--- src/design/gf_pkg.sv ---
package gf_pkg;

	////////////////////////////////////////////////////////////
	// widths
	////////////////////////////////////////////////////////////

	localparam int GF_WIDTH = 32;
	localparam int NIB_WIDTH = 4;
	localparam int NIB_BEATS = GF_WIDTH / NIB_WIDTH;

	typedef logic [GF_WIDTH-1:0] gf_word_t;

	////////////////////////////////////////////////////////////
	// opcodes and bundles
	////////////////////////////////////////////////////////////

	typedef enum logic [1:0] {
		OP_ADD = 2'd0,
		OP_SUB = 2'd1,
		OP_MUL = 2'd2,
		OP_DIV = 2'd3
	} gf_op_e;

	// one full operation as assembled from the nibble ports
	typedef struct packed {
		gf_op_e   op;
		gf_word_t a;
		gf_word_t b;
		gf_word_t p;
	} gf_operands_t;

	// valid is a single-cycle strobe
	typedef struct packed {
		gf_word_t value;
		logic     valid;
	} gf_result_t;

endpackage

--- src/design/gf_operand_loader.sv ---
`timescale 1ns/10ps

module gf_operand_loader (
	input  logic                         i_clk,
	input  logic                         i_rst,
	input  logic                         i_start,
	input  logic [gf_pkg::NIB_WIDTH-1:0] i_nib_a,
	input  logic [gf_pkg::NIB_WIDTH-1:0] i_nib_b,
	input  logic [gf_pkg::NIB_WIDTH-1:0] i_nib_p,
	input  gf_pkg::gf_op_e               i_op,
	input  logic                         i_done,
	output gf_pkg::gf_operands_t         o_operands,
	output logic                         o_go,
	output logic                         o_busy
);
	import gf_pkg::*;

	localparam int CNT_W = $clog2(NIB_BEATS);

	typedef enum logic [1:0] {
		ST_IDLE,
		ST_LOAD,
		ST_LAUNCH,
		ST_WAIT
	} state_e;

	state_e           state;
	state_e           state_n;
	logic [CNT_W-1:0] beat;
	logic             capture;
	gf_operands_t     opnd;

	// beat 0 comes together with the start pulse
	assign capture = (state == ST_IDLE && i_start) || (state == ST_LOAD);

	always_comb begin
		state_n = state;
		case (state)
			ST_IDLE: begin
				if (i_start) begin
					state_n = ST_LOAD;
				end
			end
			ST_LOAD: begin
				if (beat == CNT_W'(NIB_BEATS - 1)) begin
					state_n = ST_LAUNCH;
				end
			end
			ST_LAUNCH: begin
				state_n = ST_WAIT;
			end
			default: begin
				// hold until the last nibble has left
				if (i_done) begin
					state_n = ST_IDLE;
				end
			end
		endcase
	end

	always_ff @(posedge i_clk or posedge i_rst) begin
		if (i_rst) begin
			state <= ST_IDLE;
			beat <= '0;
		end else begin
			state <= state_n;
			// wraps back to 0 after the last beat
			if (capture) begin
				beat <= beat + 1'b1;
			end
		end
	end

	always_ff @(posedge i_clk) begin
		if (capture) begin
			opnd.a[beat*NIB_WIDTH +: NIB_WIDTH] <= i_nib_a;
			opnd.b[beat*NIB_WIDTH +: NIB_WIDTH] <= i_nib_b;
			opnd.p[beat*NIB_WIDTH +: NIB_WIDTH] <= i_nib_p;
		end
		if (state == ST_IDLE && i_start) begin
			opnd.op <= i_op;
		end
	end

	assign o_operands = opnd;
	assign o_go = (state == ST_LAUNCH);
	assign o_busy = (state != ST_IDLE);

endmodule

--- src/design/gf_add_sub_unit.sv ---
`timescale 1ns/10ps

module gf_add_sub_unit (
	input  logic                 i_clk,
	input  logic                 i_rst,
	input  logic                 i_go,
	input  gf_pkg::gf_operands_t i_operands,
	output gf_pkg::gf_result_t   o_result
);
	import gf_pkg::*;

	logic [GF_WIDTH:0] sum;
	logic [GF_WIDTH:0] sum_red;
	gf_word_t          add_res;
	gf_word_t          diff;
	gf_word_t          sub_res;
	logic              take;
	gf_word_t          value_q;
	logic              valid_q;

	////////////////////////////////////////////////////////////
	// addition
	////////////////////////////////////////////////////////////

	// carry kept so a wrapped sum still compares correctly
	assign sum = {1'b0, i_operands.a} + {1'b0, i_operands.b};
	assign sum_red = sum - {1'b0, i_operands.p};
	assign add_res = (sum >= {1'b0, i_operands.p}) ? sum_red[GF_WIDTH-1:0]
		: sum[GF_WIDTH-1:0];

	////////////////////////////////////////////////////////////
	// subtraction
	////////////////////////////////////////////////////////////

	// borrow is repaired by adding p back, modulo 2^32
	assign diff = i_operands.a - i_operands.b;
	assign sub_res = (i_operands.a < i_operands.b) ? diff + i_operands.p : diff;

	assign take = i_go && (i_operands.op == OP_ADD || i_operands.op == OP_SUB);

	always_ff @(posedge i_clk or posedge i_rst) begin
		if (i_rst) begin
			valid_q <= 1'b0;
		end else begin
			valid_q <= take;
		end
	end

	always_ff @(posedge i_clk) begin
		if (take) begin
			value_q <= (i_operands.op == OP_SUB) ? sub_res : add_res;
		end
	end

	assign o_result = '{value: value_q, valid: valid_q};

endmodule

--- src/design/gf_mul_div_unit.sv ---
`timescale 1ns/10ps

module gf_mul_div_unit (
	input  logic                 i_clk,
	input  logic                 i_rst,
	input  logic                 i_go,
	input  gf_pkg::gf_operands_t i_operands,
	output gf_pkg::gf_result_t   o_result
);
	import gf_pkg::*;

	// the inversion loop runs at most 2*GF_WIDTH steps
	localparam int CNT_W = $clog2(2 * GF_WIDTH + 1);
	localparam int IDX_W = $clog2(GF_WIDTH);

	typedef enum logic [2:0] {
		ST_IDLE,
		ST_MUL,
		ST_MFIX,
		ST_DLOOP,
		ST_DHALF
	} state_e;

	state_e              state;
	state_e              state_n;
	logic [CNT_W-1:0]    cnt;
	logic [CNT_W-1:0]    cnt_n;
	logic                done_n;
	logic                valid_q;
	logic [GF_WIDTH:0]   acc;
	logic [GF_WIDTH:0]   acc_n;
	logic [GF_WIDTH+1:0] m_add;
	logic [GF_WIDTH+1:0] m_odd;
	logic [GF_WIDTH:0]   m_half;
	gf_word_t            u;
	gf_word_t            v;
	gf_word_t            r;
	gf_word_t            s;
	gf_word_t            u_n;
	gf_word_t            v_n;
	gf_word_t            r_n;
	gf_word_t            s_n;
	logic [GF_WIDTH:0]   r_step;
	logic [GF_WIDTH:0]   s_step;
	gf_word_t            value_q;
	gf_word_t            value_n;

	// x below 2m, one subtraction brings it under m
	function automatic gf_word_t fold(input logic [GF_WIDTH:0] x, input gf_word_t m);
		logic [GF_WIDTH:0] d;
		d = x - {1'b0, m};
		return (x >= {1'b0, m}) ? d[GF_WIDTH-1:0] : x[GF_WIDTH-1:0];
	endfunction

	// x/2 mod m for odd m
	function automatic gf_word_t halve(input gf_word_t x, input gf_word_t m);
		logic [GF_WIDTH:0] t;
		t = x[0] ? {1'b0, x} + {1'b0, m} : {1'b0, x};
		return t[GF_WIDTH:1];
	endfunction

	////////////////////////////////////////////////////////////
	// montgomery step, acc = (acc + a_i*b) / 2 mod p
	////////////////////////////////////////////////////////////

	assign m_add = {1'b0, acc} + (i_operands.a[cnt[IDX_W-1:0]] ? {2'b0, i_operands.b} : '0);
	assign m_odd = m_add + {2'b0, i_operands.p};
	assign m_half = m_add[0] ? m_odd[GF_WIDTH+1:1] : m_add[GF_WIDTH+1:1];

	always_comb begin
		state_n = state;
		cnt_n = cnt;
		done_n = 1'b0;
		acc_n = acc;
		u_n = u;
		v_n = v;
		r_n = r;
		s_n = s;
		value_n = value_q;
		r_step = {1'b0, r};
		s_step = {1'b0, s};
		case (state)
			ST_IDLE: begin
				cnt_n = '0;
				if (i_go && i_operands.op == OP_MUL) begin
					acc_n = '0;
					state_n = ST_MUL;
				end else if (i_go && i_operands.op == OP_DIV) begin
					u_n = i_operands.p;
					v_n = i_operands.b;
					r_n = '0;
					s_n = i_operands.a;
					state_n = ST_DLOOP;
				end
			end
			ST_MUL: begin
				acc_n = m_half;
				cnt_n = cnt + 1'b1;
				if (cnt == CNT_W'(GF_WIDTH - 1)) begin
					state_n = ST_MFIX;
				end
			end
			ST_MFIX: begin
				value_n = fold(acc, i_operands.p);
				done_n = 1'b1;
				state_n = ST_IDLE;
			end
			ST_DLOOP: begin
				if (v == '0) begin
					// r holds -a/b * 2^k here
					r_n = (r == '0) ? '0 : i_operands.p - r;
					state_n = ST_DHALF;
				end else begin
					if (!u[0]) begin
						u_n = u >> 1;
						s_step = {s, 1'b0};
					end else if (!v[0]) begin
						v_n = v >> 1;
						r_step = {r, 1'b0};
					end else if (u > v) begin
						u_n = (u - v) >> 1;
						r_step = {1'b0, r} + {1'b0, s};
						s_step = {s, 1'b0};
					end else begin
						v_n = (v - u) >> 1;
						s_step = {1'b0, r} + {1'b0, s};
						r_step = {r, 1'b0};
					end
					r_n = fold(r_step, i_operands.p);
					s_n = fold(s_step, i_operands.p);
					cnt_n = cnt + 1'b1;
				end
			end
			ST_DHALF: begin
				// strip the 2^k picked up in the loop
				if (cnt != '0) begin
					r_n = halve(r, i_operands.p);
					cnt_n = cnt - 1'b1;
				end else begin
					value_n = r;
					done_n = 1'b1;
					state_n = ST_IDLE;
				end
			end
			default: begin
				state_n = ST_IDLE;
			end
		endcase
	end

	always_ff @(posedge i_clk or posedge i_rst) begin
		if (i_rst) begin
			state <= ST_IDLE;
			cnt <= '0;
			valid_q <= 1'b0;
		end else begin
			state <= state_n;
			cnt <= cnt_n;
			valid_q <= done_n;
		end
	end

	always_ff @(posedge i_clk) begin
		acc <= acc_n;
		u <= u_n;
		v <= v_n;
		r <= r_n;
		s <= s_n;
		value_q <= value_n;
	end

	assign o_result = '{value: value_q, valid: valid_q};

endmodule

--- src/design/gf_result_unload.sv ---
`timescale 1ns/10ps

module gf_result_unload (
	input  logic                         i_clk,
	input  logic                         i_rst,
	input  gf_pkg::gf_result_t           i_add_sub,
	input  gf_pkg::gf_result_t           i_mul_div,
	output logic [gf_pkg::NIB_WIDTH-1:0] o_nib,
	output logic                         o_nib_valid,
	output logic                         o_done
);
	import gf_pkg::*;

	localparam int CNT_W = $clog2(NIB_BEATS);

	gf_word_t         shreg;
	logic [CNT_W-1:0] beat;
	logic             active;
	logic             last;
	logic             load;

	// only one unit finishes per operation
	assign load = i_add_sub.valid || i_mul_div.valid;
	assign last = active && (beat == CNT_W'(NIB_BEATS - 1));

	always_ff @(posedge i_clk or posedge i_rst) begin
		if (i_rst) begin
			active <= 1'b0;
			beat <= '0;
		end else if (load) begin
			active <= 1'b1;
			beat <= '0;
		end else if (active) begin
			beat <= beat + 1'b1;
			if (last) begin
				active <= 1'b0;
			end
		end
	end

	// low nibble first
	always_ff @(posedge i_clk) begin
		if (i_add_sub.valid) begin
			shreg <= i_add_sub.value;
		end else if (i_mul_div.valid) begin
			shreg <= i_mul_div.value;
		end else if (active) begin
			shreg <= shreg >> NIB_WIDTH;
		end
	end

	assign o_nib = active ? shreg[NIB_WIDTH-1:0] : '0;
	assign o_nib_valid = active;
	assign o_done = last;

endmodule

--- src/design/gf_nibble_top.sv ---
`timescale 1ns/10ps

module gf_nibble_top (
	input  logic                         i_clk,
	input  logic                         i_rst,
	input  logic                         i_start,
	input  logic [gf_pkg::NIB_WIDTH-1:0] i_nib_a,
	input  logic [gf_pkg::NIB_WIDTH-1:0] i_nib_b,
	input  logic [gf_pkg::NIB_WIDTH-1:0] i_nib_p,
	input  gf_pkg::gf_op_e               i_op,
	output logic [gf_pkg::NIB_WIDTH-1:0] o_nib,
	output logic                         o_nib_valid,
	output logic                         o_busy
);
	import gf_pkg::*;

	gf_operands_t operands;
	logic         go;
	logic         done;
	gf_result_t   add_sub_res;
	gf_result_t   mul_div_res;

	gf_operand_loader u_loader (
		.i_clk      (i_clk),
		.i_rst      (i_rst),
		.i_start    (i_start),
		.i_nib_a    (i_nib_a),
		.i_nib_b    (i_nib_b),
		.i_nib_p    (i_nib_p),
		.i_op       (i_op),
		.i_done     (done),
		.o_operands (operands),
		.o_go       (go),
		.o_busy     (o_busy)
	);

	// both units see every go and pick their own opcodes
	gf_add_sub_unit u_add_sub (
		.i_clk      (i_clk),
		.i_rst      (i_rst),
		.i_go       (go),
		.i_operands (operands),
		.o_result   (add_sub_res)
	);

	gf_mul_div_unit u_mul_div (
		.i_clk      (i_clk),
		.i_rst      (i_rst),
		.i_go       (go),
		.i_operands (operands),
		.o_result   (mul_div_res)
	);

	gf_result_unload u_unload (
		.i_clk       (i_clk),
		.i_rst       (i_rst),
		.i_add_sub   (add_sub_res),
		.i_mul_div   (mul_div_res),
		.o_nib       (o_nib),
		.o_nib_valid (o_nib_valid),
		.o_done      (done)
	);

endmodule

--- config.mk ---
export PLATFORM = sky130hd
export DESIGN_NAME = gf_nibble_top
export DESIGN_NICKNAME = d
export VERILOG_FILES = /design/src/design/gf_pkg.sv /design/src/design/gf_operand_loader.sv /design/src/design/gf_add_sub_unit.sv /design/src/design/gf_mul_div_unit.sv /design/src/design/gf_result_unload.sv /design/src/design/gf_nibble_top.sv
export SDC_FILE = /design/constraint.sdc
export NUM_CORES = 2
export LEC_CHECK = 0
export ABC_AREA = 1
export BUFFER_PORTS_ARGS = -buffer_cell sky130_fd_sc_hd__buf_2
export CORE_MARGIN = 8
export CORE_UTILIZATION = 42
export CTS_BUF_LIST = sky130_fd_sc_hd__clkbuf_8
export DETAILED_ROUTE_END_ITERATION = 6
export GPL_TIMING_DRIVEN = 0
export PLACE_DENSITY_LB_ADDON = 0.15
export SLEW_MARGIN = 25
export SYNTH_ARGS = -nofsm -noshare
export SYNTH_HDL_FRONTEND = slang
export SYNTH_SLANG_ARGS = --single-unit
--- constraint.sdc ---
create_clock -name i_clk -period 10.1 [get_ports i_clk]
set_input_delay 2.02 -clock i_clk [delete_from_list [all_inputs] [get_ports i_clk]]
set_output_delay 2.02 -clock i_clk [all_outputs]
set_load 0.05 [all_outputs]
-- Word level (Yosys, flattened, before mapping)
Cells that the tools add are included.
- output and inout bits: 6
- input port bits: 17
- flip-flop bits (word level): 376
- logic and storage cells: 188
- multiplexer cells: 76
- $lt $le $gt $ge: 7
- eq/ne operators: 27
- reductions and logical operators: 33
- add/subtract/negate cells: 19
- shifts and indexed selects: 4
- operators with widths (cell ; number):
    two-way mux 32 bit ; 31
    two-way mux 33 bit ; 13
    case mux 32 bit (2 select lines) ; 4
    subtractor 32 bit ; 8
    greater-or-equal comparator 33 x 32 -> 1 bit ; 4
    variable part select 4 x 34 -> 32 bit ; 3
    adder 32 x 32 -> 33 bit ; 3
    bitwise mux 32 bit ; 3
    case mux 32 bit (3 select lines) ; 1
    case mux 33 bit (2 select lines) ; 1
    zero test 32 bit ; 2
    adder 33 x 32 -> 34 bit ; 1
    adder 34 x 32 -> 34 bit ; 1
    negator 5 -> 34 bit ; 1
    variable shift 4 x 34 -> 32 bit (first input constant) ; 1
    adder 32 bit ; 1
    > comparator 32 bit ; 1
    less-than comparator 32 bit ; 1
    case mux 7 bit (4 select lines) ; 1
    two-way mux 3 bit ; 7
    two-way mux 7 bit ; 2
    != test 2 x 1 -> 1 bit (second input constant) ; 6
    case mux 3 bit (4 select lines) ; 1
    AND reduction 4 bit ; 3
    31 further kinds ; 66

-- Logic depth before layout (Yosys ltp)
- depth in word-level cells: 10
- mapped depth: 37

-- Hierarchy
A second synthesis with hierarchy kept.
- cells, all modules: 8060
- area total of the unflattened synthesis: 50544.7 um^2
- modules (own cells, without submodules) (module ; times used ; area each (um^2) ; cells an instance):
    gf_mul_div_unit ; 1 ; 32518.7 ; 5280
    gf_add_sub_unit ; 1 ; 11908.9 ; 2229
    gf_operand_loader ; 1 ; 4235.3 ; 344
    gf_result_unload ; 1 ; 1881.8 ; 207

-- Least setup slack after synthesis
No wires, ideal clock.
- kind: reg-to-reg
- from: register u_mul_div.cnt[0]
- to: register u_mul_div.acc[32] (data pin)
- buffers on the path: 3
- library setup time: 0.253 ns
- path slack: 5.024 ns
- period minus slack after synthesis: 5.076 ns
- arrival: 4.823 ns
- cell stages (with the launch flop): 34
- data required time: 9.847 ns
- cell sequence: dfrtp_1 -> clkbuf_1 -> clkbuf_1 -> nor2_1 -> o221ai_1 -> nand3_1 -> nand3_1 -> nand2_1 -> clkbuf_1 -> nor2_1 -> ha_1 -> inv_1 -> fa_1 -> o21ai_0 -> nand3_1 -> nand2_1 -> nand2_1 -> nand2_1 -> a21oi_1 -> o21ai_0 -> xor2_1 -> inv_1 -> ha_1 -> nand2_1 -> a21oi_1 -> nor2_1 -> o211ai_1 -> a21oi_1 -> nand2_1 -> a21o_1 -> nand3_1 -> nand2_1 -> nand2_1 -> nor2_1
- word-level cells in the longest chain between the ends: 7
- RTL lines (item ; line ; source):
    start, declared ; gf_mul_div_unit.sv:26 ; logic [CNT_W-1:0] cnt;
    start signal, assigned ; gf_mul_div_unit.sv:158 ; cnt <= cnt_n;
    binary-select mux 1 bit (select 5 bit) (*) ; gf_mul_div_unit.sv:66 ; assign m_add = {1'b0, acc} + (i_operands.a[cnt[IDX_W-1:0]] ? {2'b0, i_operands.b} : '0);
    two-way mux 1 bit (not written as such) (*) ; gf_mul_div_unit.sv:66 ;
    two-way mux 32 bit (*) ; gf_mul_div_unit.sv:66 ;
    adder 33 x 32 -> 34 bit (*) ; gf_mul_div_unit.sv:66 ;
    adder 34 x 32 -> 34 bit ; gf_mul_div_unit.sv:67 ; assign m_odd = m_add + {2'b0, i_operands.p};
    two-way mux 33 bit (*) ; gf_mul_div_unit.sv:68 ; assign m_half = m_add[0] ? m_odd[GF_WIDTH+1:1] : m_add[GF_WIDTH+1:1];
    case mux 33 bit (2 select lines) (*) ; gf_mul_div_unit.sv:82 ; case (state)
    end signal, assigned ; gf_mul_div_unit.sv:164 ; acc <= acc_n;
    end, declared ; gf_mul_div_unit.sv:30 ; logic [GF_WIDTH:0] acc;
Mark *: on every way between the ends. The rest lies on a longest branch, timed or not. The select of a mux whose other input is x is not followed.
A chain may end at the register's enable or synchronous reset.

-- Final worst setup path
- from: register u_mul_div.u[0]
- to: register u_mul_div.r[6] (data pin)
- word-level cells in the longest chain between the ends: 10
- RTL lines (item ; line ; source):
    start, declared ; gf_mul_div_unit.sv:35 ; gf_word_t u;
    start signal, assigned ; gf_mul_div_unit.sv:165 ; u <= u_n;
    > comparator 32 bit ; gf_mul_div_unit.sv:120 ; end else if (u > v) begin
    two-way mux 33 bit ; gf_mul_div_unit.sv:120 ;
    two-way mux 33 bit ; gf_mul_div_unit.sv:117 ; end else if (!v[0]) begin
    two-way mux 33 bit (*) ; gf_mul_div_unit.sv:114 ; if (!u[0]) begin
    two-way mux 33 bit (*) ; gf_mul_div_unit.sv:109 ; if (v == '0) begin
    two-way mux 33 bit (*) ; gf_mul_div_unit.sv:82 ;
    subtractor 32 bit or greater-or-equal comparator 33 x 32 -> 1 bit (tied branches) ; gf_mul_div_unit.sv:51, gf_mul_div_unit.sv:52 ;
    two-way mux 32 bit (*) ; gf_mul_div_unit.sv:52 ; return (x >= {1'b0, m}) ? d[GF_WIDTH-1:0] : x[GF_WIDTH-1:0];
    two-way mux 32 bit (*) ; gf_mul_div_unit.sv:109 ;
    case mux 32 bit (3 select lines) (*) ; gf_mul_div_unit.sv:82 ;
    end signal, assigned ; gf_mul_div_unit.sv:167 ; r <= r_n;
    end, declared ; gf_mul_div_unit.sv:37 ; gf_word_t r;
Marks and branches as above.

==> PnR_summary.wiki <==
{| class="wikitable"
! Metric !! Value
|-
| Part of the total power dissipated in combinational logic || less than 1%
|-
| Endpoint required time on the critical path || 10.58 ns
|-
| Synth-to-Final Area Change || 8.30%
|-
| Most frequent standard cell in the layout excluding fill and tap cells || sky130_fd_sc_hd__nand2_1
|-
| Largest net degree at the start of global routing || 34
|-
| Final-report max-slew violation count || 0
|-
| Number of CTS-inserted buffers || between 70 and 80
|-
| Critical R2R Launch || u_mul_div.u[0]$_DFFE_PP_
|-
| Number of unique standard cell types used by synthesis || 60
|-
| Sequential element share of the synthesized area || 23.0%
|-
| Total of warnings raised by yosys || 0
|-
| Total number of nets in the final design || 8210
|-
| PostCTS Resize Cnt || 0
|-
| Standard cell core area || approximately 0.11 sq mm
|-
| Cell count after placement || 9154
|-
| H-tree lvl count || 3
|-
| Maxcap violations || 0
|-
| Setup repair after global routing missed its margin || no
|-
| Seq cells post-synth || between 300 and 400
|-
| GRT Overall Usage || 36.7%
|-
| Effective utilization at floorplan || 42.4%
|-
| Number of hold-slack violations in the final timing report || 0
|-
| Synthesized net count || 8092
|-
| Violations in the final reports || DRC
|-
| Number of enable flip-flop cells after synthesis || 355
|-
| Final cell count without fillers || 9311
|-
| Actual transition at the worst max-transition pin || 1.24 ns
|-
| Reg2Reg Setup Slack || 2.19 ns
|-
| Insertion delay of the later-clocked pin in the worst-skew pair || 0.75 ns
|-
| Accumulated negative setup slack || 0 ns
|-
| Status || complete, but fails checks
|-
| Global placement routability congestion || 1.09
|-
| R2r endpoint || u_mul_div.r[6]$_SDFFCE_PN0P_
|-
| Mean instance size in the synthesized netlist || around 6.4 sq um
|-
| Portion of total power attributed to the clock network || between 50% and 60%
|-
| Overall die area || 0.127 sq mm
|-
| CP Capture Point || u_mul_div.r[6]$_SDFFCE_PN0P_
|-
| Type of element capturing the critical path || flop
|-
| Slowest stage cell, crit path || sky130_fd_sc_hd__clkbuf_1
|-
| CTS clk-pin slew, worst paths || around 0.060 ns
|-
| Number of vias per cell after detailed routing || around 5.9
|-
| Worst Path Class, Setup || flop to flop
|-
| Net switching power of the design || about 800 uW
|-
| Most repeated library cell on the critical path || sky130_fd_sc_hd__nand2_1
|-
| Relative slew slack || 17.4%
|-
| Final min period || 7.91 ns
|-
| Launch point of the worst path || u_mul_div.u[0]$_DFFE_PP_
|-
| Final period utilization || roughly 78%
|-
| DRC violation total after the first TritonRoute iteration || around 7100
|-
| Number of sinks handled by clock tree synthesis || between 300 and 400
|-
| Average detailed-routed wire length per instance || 26.2 microns
|-
| Crit path arrival time || roughly 8.4 ns
|-
| Row cnt || 124
|-
| Detailed-router iteration count before antenna repair || 7
|-
| Wire length of the first global-routing pass || 340000 microns
|-
| Internal power || 2.61 mW
|-
| Power Total || approximately 3.4 mW
|-
| Die extent in y || 356 microns
|-
| Remaining routing DRC violations || 15
|-
| Multiplexer area fraction after synthesis || 0%
|-
| Compound-cell area share of the yosys netlist || 16.3%
|-
| Highest-count cells in the layout ignoring fill and taps || 1918 x sky130_fd_sc_hd__nand2_1, 1060 x sky130_fd_sc_hd__inv_1, 824 x sky130_fd_sc_hd__nor2_1
|-
| Worst clock skew on the final layout || between 0.06 and 0.07 ns
|-
| Xor-xnor portion of the synthesized cell area || 5.07%
|-
| Largest driver fanout on the critical path || 10
|-
| Estimated wirelength of the detail-placed design || 202000 microns
|-
| Async set or reset register ratio after synthesis || 5.59%
|-
| PortBufs || 22
|-
| Static power due to leakage || 25.4 nW
|-
| Maximum clock frequency || ~0.13 GHz
|-
| Initial antenna violation count || 23
|-
| Slowest Stage Delay on Critical Path || 0.45 ns
|-
| Number of flip-flops in the largest register || 98
|-
| Startpoint types || flop
|-
| Adder and majority cell fraction of the synthesized area || 12.4%
|-
| Number of setup buffers added after CTS || 0
|-
| Cell at the root of the clock tree || sky130_fd_sc_hd__clkbuf_8
|-
| Proportion of power drawn by flip-flops and latches || 49.3%
|-
| Number of global-route vias before repair || 50300
|-
| Clock tree from TritonCTS || done
|-
| Dominant register cell in the synthesized netlist || sky130_fd_sc_hd__edfxtp_1
|-
| Final wirelength || 244000 microns
|-
| Area fraction in and, or, nand and nor cells after synthesis || 32.9%
|-
| Clock tree buffer depth || 3
|-
| Fraction of final layout cells sized beyond drive strength 1 || 3.62%
|-
| Quantity of hold-fixing buffers added after cts || 0
|-
| Congestion Overflow GR || 0
|-
| Maximum ir drop on the vdd rail || 126 uV
|-
| Total of endpoints with negative setup slack in the final report || 0
|-
| I/O pin count || 23
|-
| Worst hold start || u_mul_div.cnt[6]$_DFFE_PP0P_
|-
| Residual antenna-violating net count after detailed routing || 0
|-
| Worst reg-to-reg path cell count || 35
|-
| Worst hold path type || flop to flop
|-
| Area of the mapped netlist || 0.0485 sq mm
|-
| Power density over the cells || 64.8 mW/mm^2
|-
| Vias post-DR || approximately 55000
|-
| Number of instances in the synthesized netlist || 7601
|-
| Post-layout utilization of the core || 45.9%
|-
| Switching share of total power || 23.4%
|-
| Largest family of logic cells by synthesized area || simple AND/OR/NAND/NOR gates
|-
| Die Span X || 356 microns
|}
-- per-layer routing --
| layer | vias up | global-route usage (%) | wire length (microns) |
|---|---|---|---|
| met1 | 25300 | 45.2 | 94900 |
| met5 | - | 1.15 | 433 |
| met3 | 765 | 12.3 | 29200 |
| met2 | 3110 | 53.1 | 98100 |
| met4 | 20 | 26.5 | 21000 |
| li1 | 25600 | - | - |
-- cells by family after synthesis --
group	count (synthesis)
XOR/XNOR	281
AO/OA/AOI/OAI	1398
adder cells (fa/ha/maj)	474
flip-flops	376
AND/OR/NAND/NOR	3782
buffers and inverters	1290
-- worst max-delay path, delay by kind of cell, from the launching register on --
kind	cells	cell delay, ns
buffers and inverters	8	2.02
AND/OR/NAND/NOR	24	3.96
adder cells (fa/ha/maj)	3	1.22
flip-flops	1	0.39
-- synth_stat cells, types with 3 or more instances --
cell type	count	area, sq um
sky130_fd_sc_hd__o21a_1	27	203
sky130_fd_sc_hd__nor3_1	76	380
sky130_fd_sc_hd__inv_1	1040	3900
sky130_fd_sc_hd__a31oi_1	37	231
sky130_fd_sc_hd__clkbuf_2	3	15.0
sky130_fd_sc_hd__nand4_1	95	594
sky130_fd_sc_hd__nor2_2	4	25.0
sky130_fd_sc_hd__fa_1	15	300
sky130_fd_sc_hd__a31o_2	7	61.3
sky130_fd_sc_hd__clkinv_1	4	15.0
sky130_fd_sc_hd__o22ai_1	9	56.3
sky130_fd_sc_hd__xnor2_1	133	1160
sky130_fd_sc_hd__a21o_1	59	443
sky130_fd_sc_hd__o31ai_1	4	30.0
sky130_fd_sc_hd__o211a_1	3	30.0
sky130_fd_sc_hd__and3_1	7	43.8
sky130_fd_sc_hd__nor2_4	6	67.6
sky130_fd_sc_hd__a22oi_1	35	263
sky130_fd_sc_hd__nor2_1	828	3110
sky130_fd_sc_hd__buf_6	3	33.8
sky130_fd_sc_hd__ha_1	459	5740
sky130_fd_sc_hd__or2_2	15	93.8
sky130_fd_sc_hd__xor2_1	148	1300
sky130_fd_sc_hd__and2_1	6	37.5
sky130_fd_sc_hd__nand2_1	1920	7210
sky130_fd_sc_hd__clkbuf_1	171	642
sky130_fd_sc_hd__a211oi_1	9	67.6
sky130_fd_sc_hd__o21bai_1	57	428
sky130_fd_sc_hd__o211ai_1	39	293
sky130_fd_sc_hd__nand3b_1	53	398
sky130_fd_sc_hd__nor4_1	45	282
sky130_fd_sc_hd__nand2_2	10	62.6
sky130_fd_sc_hd__buf_1	10	37.5
sky130_fd_sc_hd__dfrtp_1	21	526
sky130_fd_sc_hd__o2111ai_1	9	78.8
sky130_fd_sc_hd__a21oi_1	639	3200
sky130_fd_sc_hd__inv_2	5	18.8
sky130_fd_sc_hd__buf_4	10	75.1
sky130_fd_sc_hd__nand3_1	707	3540
sky130_fd_sc_hd__edfxtp_1	355	10700
sky130_fd_sc_hd__o21ai_0	398	1990
sky130_fd_sc_hd__o221ai_1	37	324
sky130_fd_sc_hd__a21boi_0	16	120
sky130_fd_sc_hd__buf_2	44	220
-- stage by stage --
| stage | setup slack (ns) | instance area (sq um) | hold slack, ns |
|---|---|---|---|
| 2_1_floorplan | 5.02 | 48500 | 0.475 |
| 3_3_place_gp | 2.59 | 50500 | 0.505 |
| 3_5_place_dp | 2.62 | 50900 | 0.508 |
| 4_1_cts | 2.56 | 52500 | 0.525 |
| 5_1_grt | 1.99 | 52500 | 0.547 |
| 6_report | 2.19 | 52600 | 0.525 |
-- layout make-up --
class	instances	area, sq um
fill	12400	61900
inverter	1049	3940
timing repair buffer	43	468
clock buffer	77	1060
buffer	241	1030
clock inverter	59	494
multi-input combinational	5935	32500
sequential	376	11200
tap	1512	1890
antenna	19	47.5
-- power by group through the flow --
stage | sequential [mW] | combinational (mW) | clock, mW
6_report | 1.68 | 0.0216 | 1.70
5_1_grt | 1.68 | 0.0222 | 1.78
4_1_cts | 1.68 | 0.0210 | 1.72
3_5_place_dp | 1.71 | 0.0209 | 0
3_3_place_gp | 1.71 | 0.0199 | 0
2_1_floorplan | 1.71 | 0.00692 | 0
-- how the worst min path moves through the flow --
stage	to	depth (start not counted)	slack, ns
finish	u_mul_div.cnt[6]$_DFFE_PP0P_	2	0.53
global route	u_unload.shreg[18]$_DFFE_PP_	2	0.55
global placement	u_mul_div.cnt[5]$_DFFE_PP0P_	2	0.51
detailed placement	u_unload.shreg[31]$_DFFE_PP_	2	0.51
CTS	u_unload.shreg[18]$_DFFE_PP_	2	0.53
floorplan	u_mul_div.state[0]$_DFFE_PP0P_	2	0.47
Note: power is estimated with default switching activity, not from simulation.
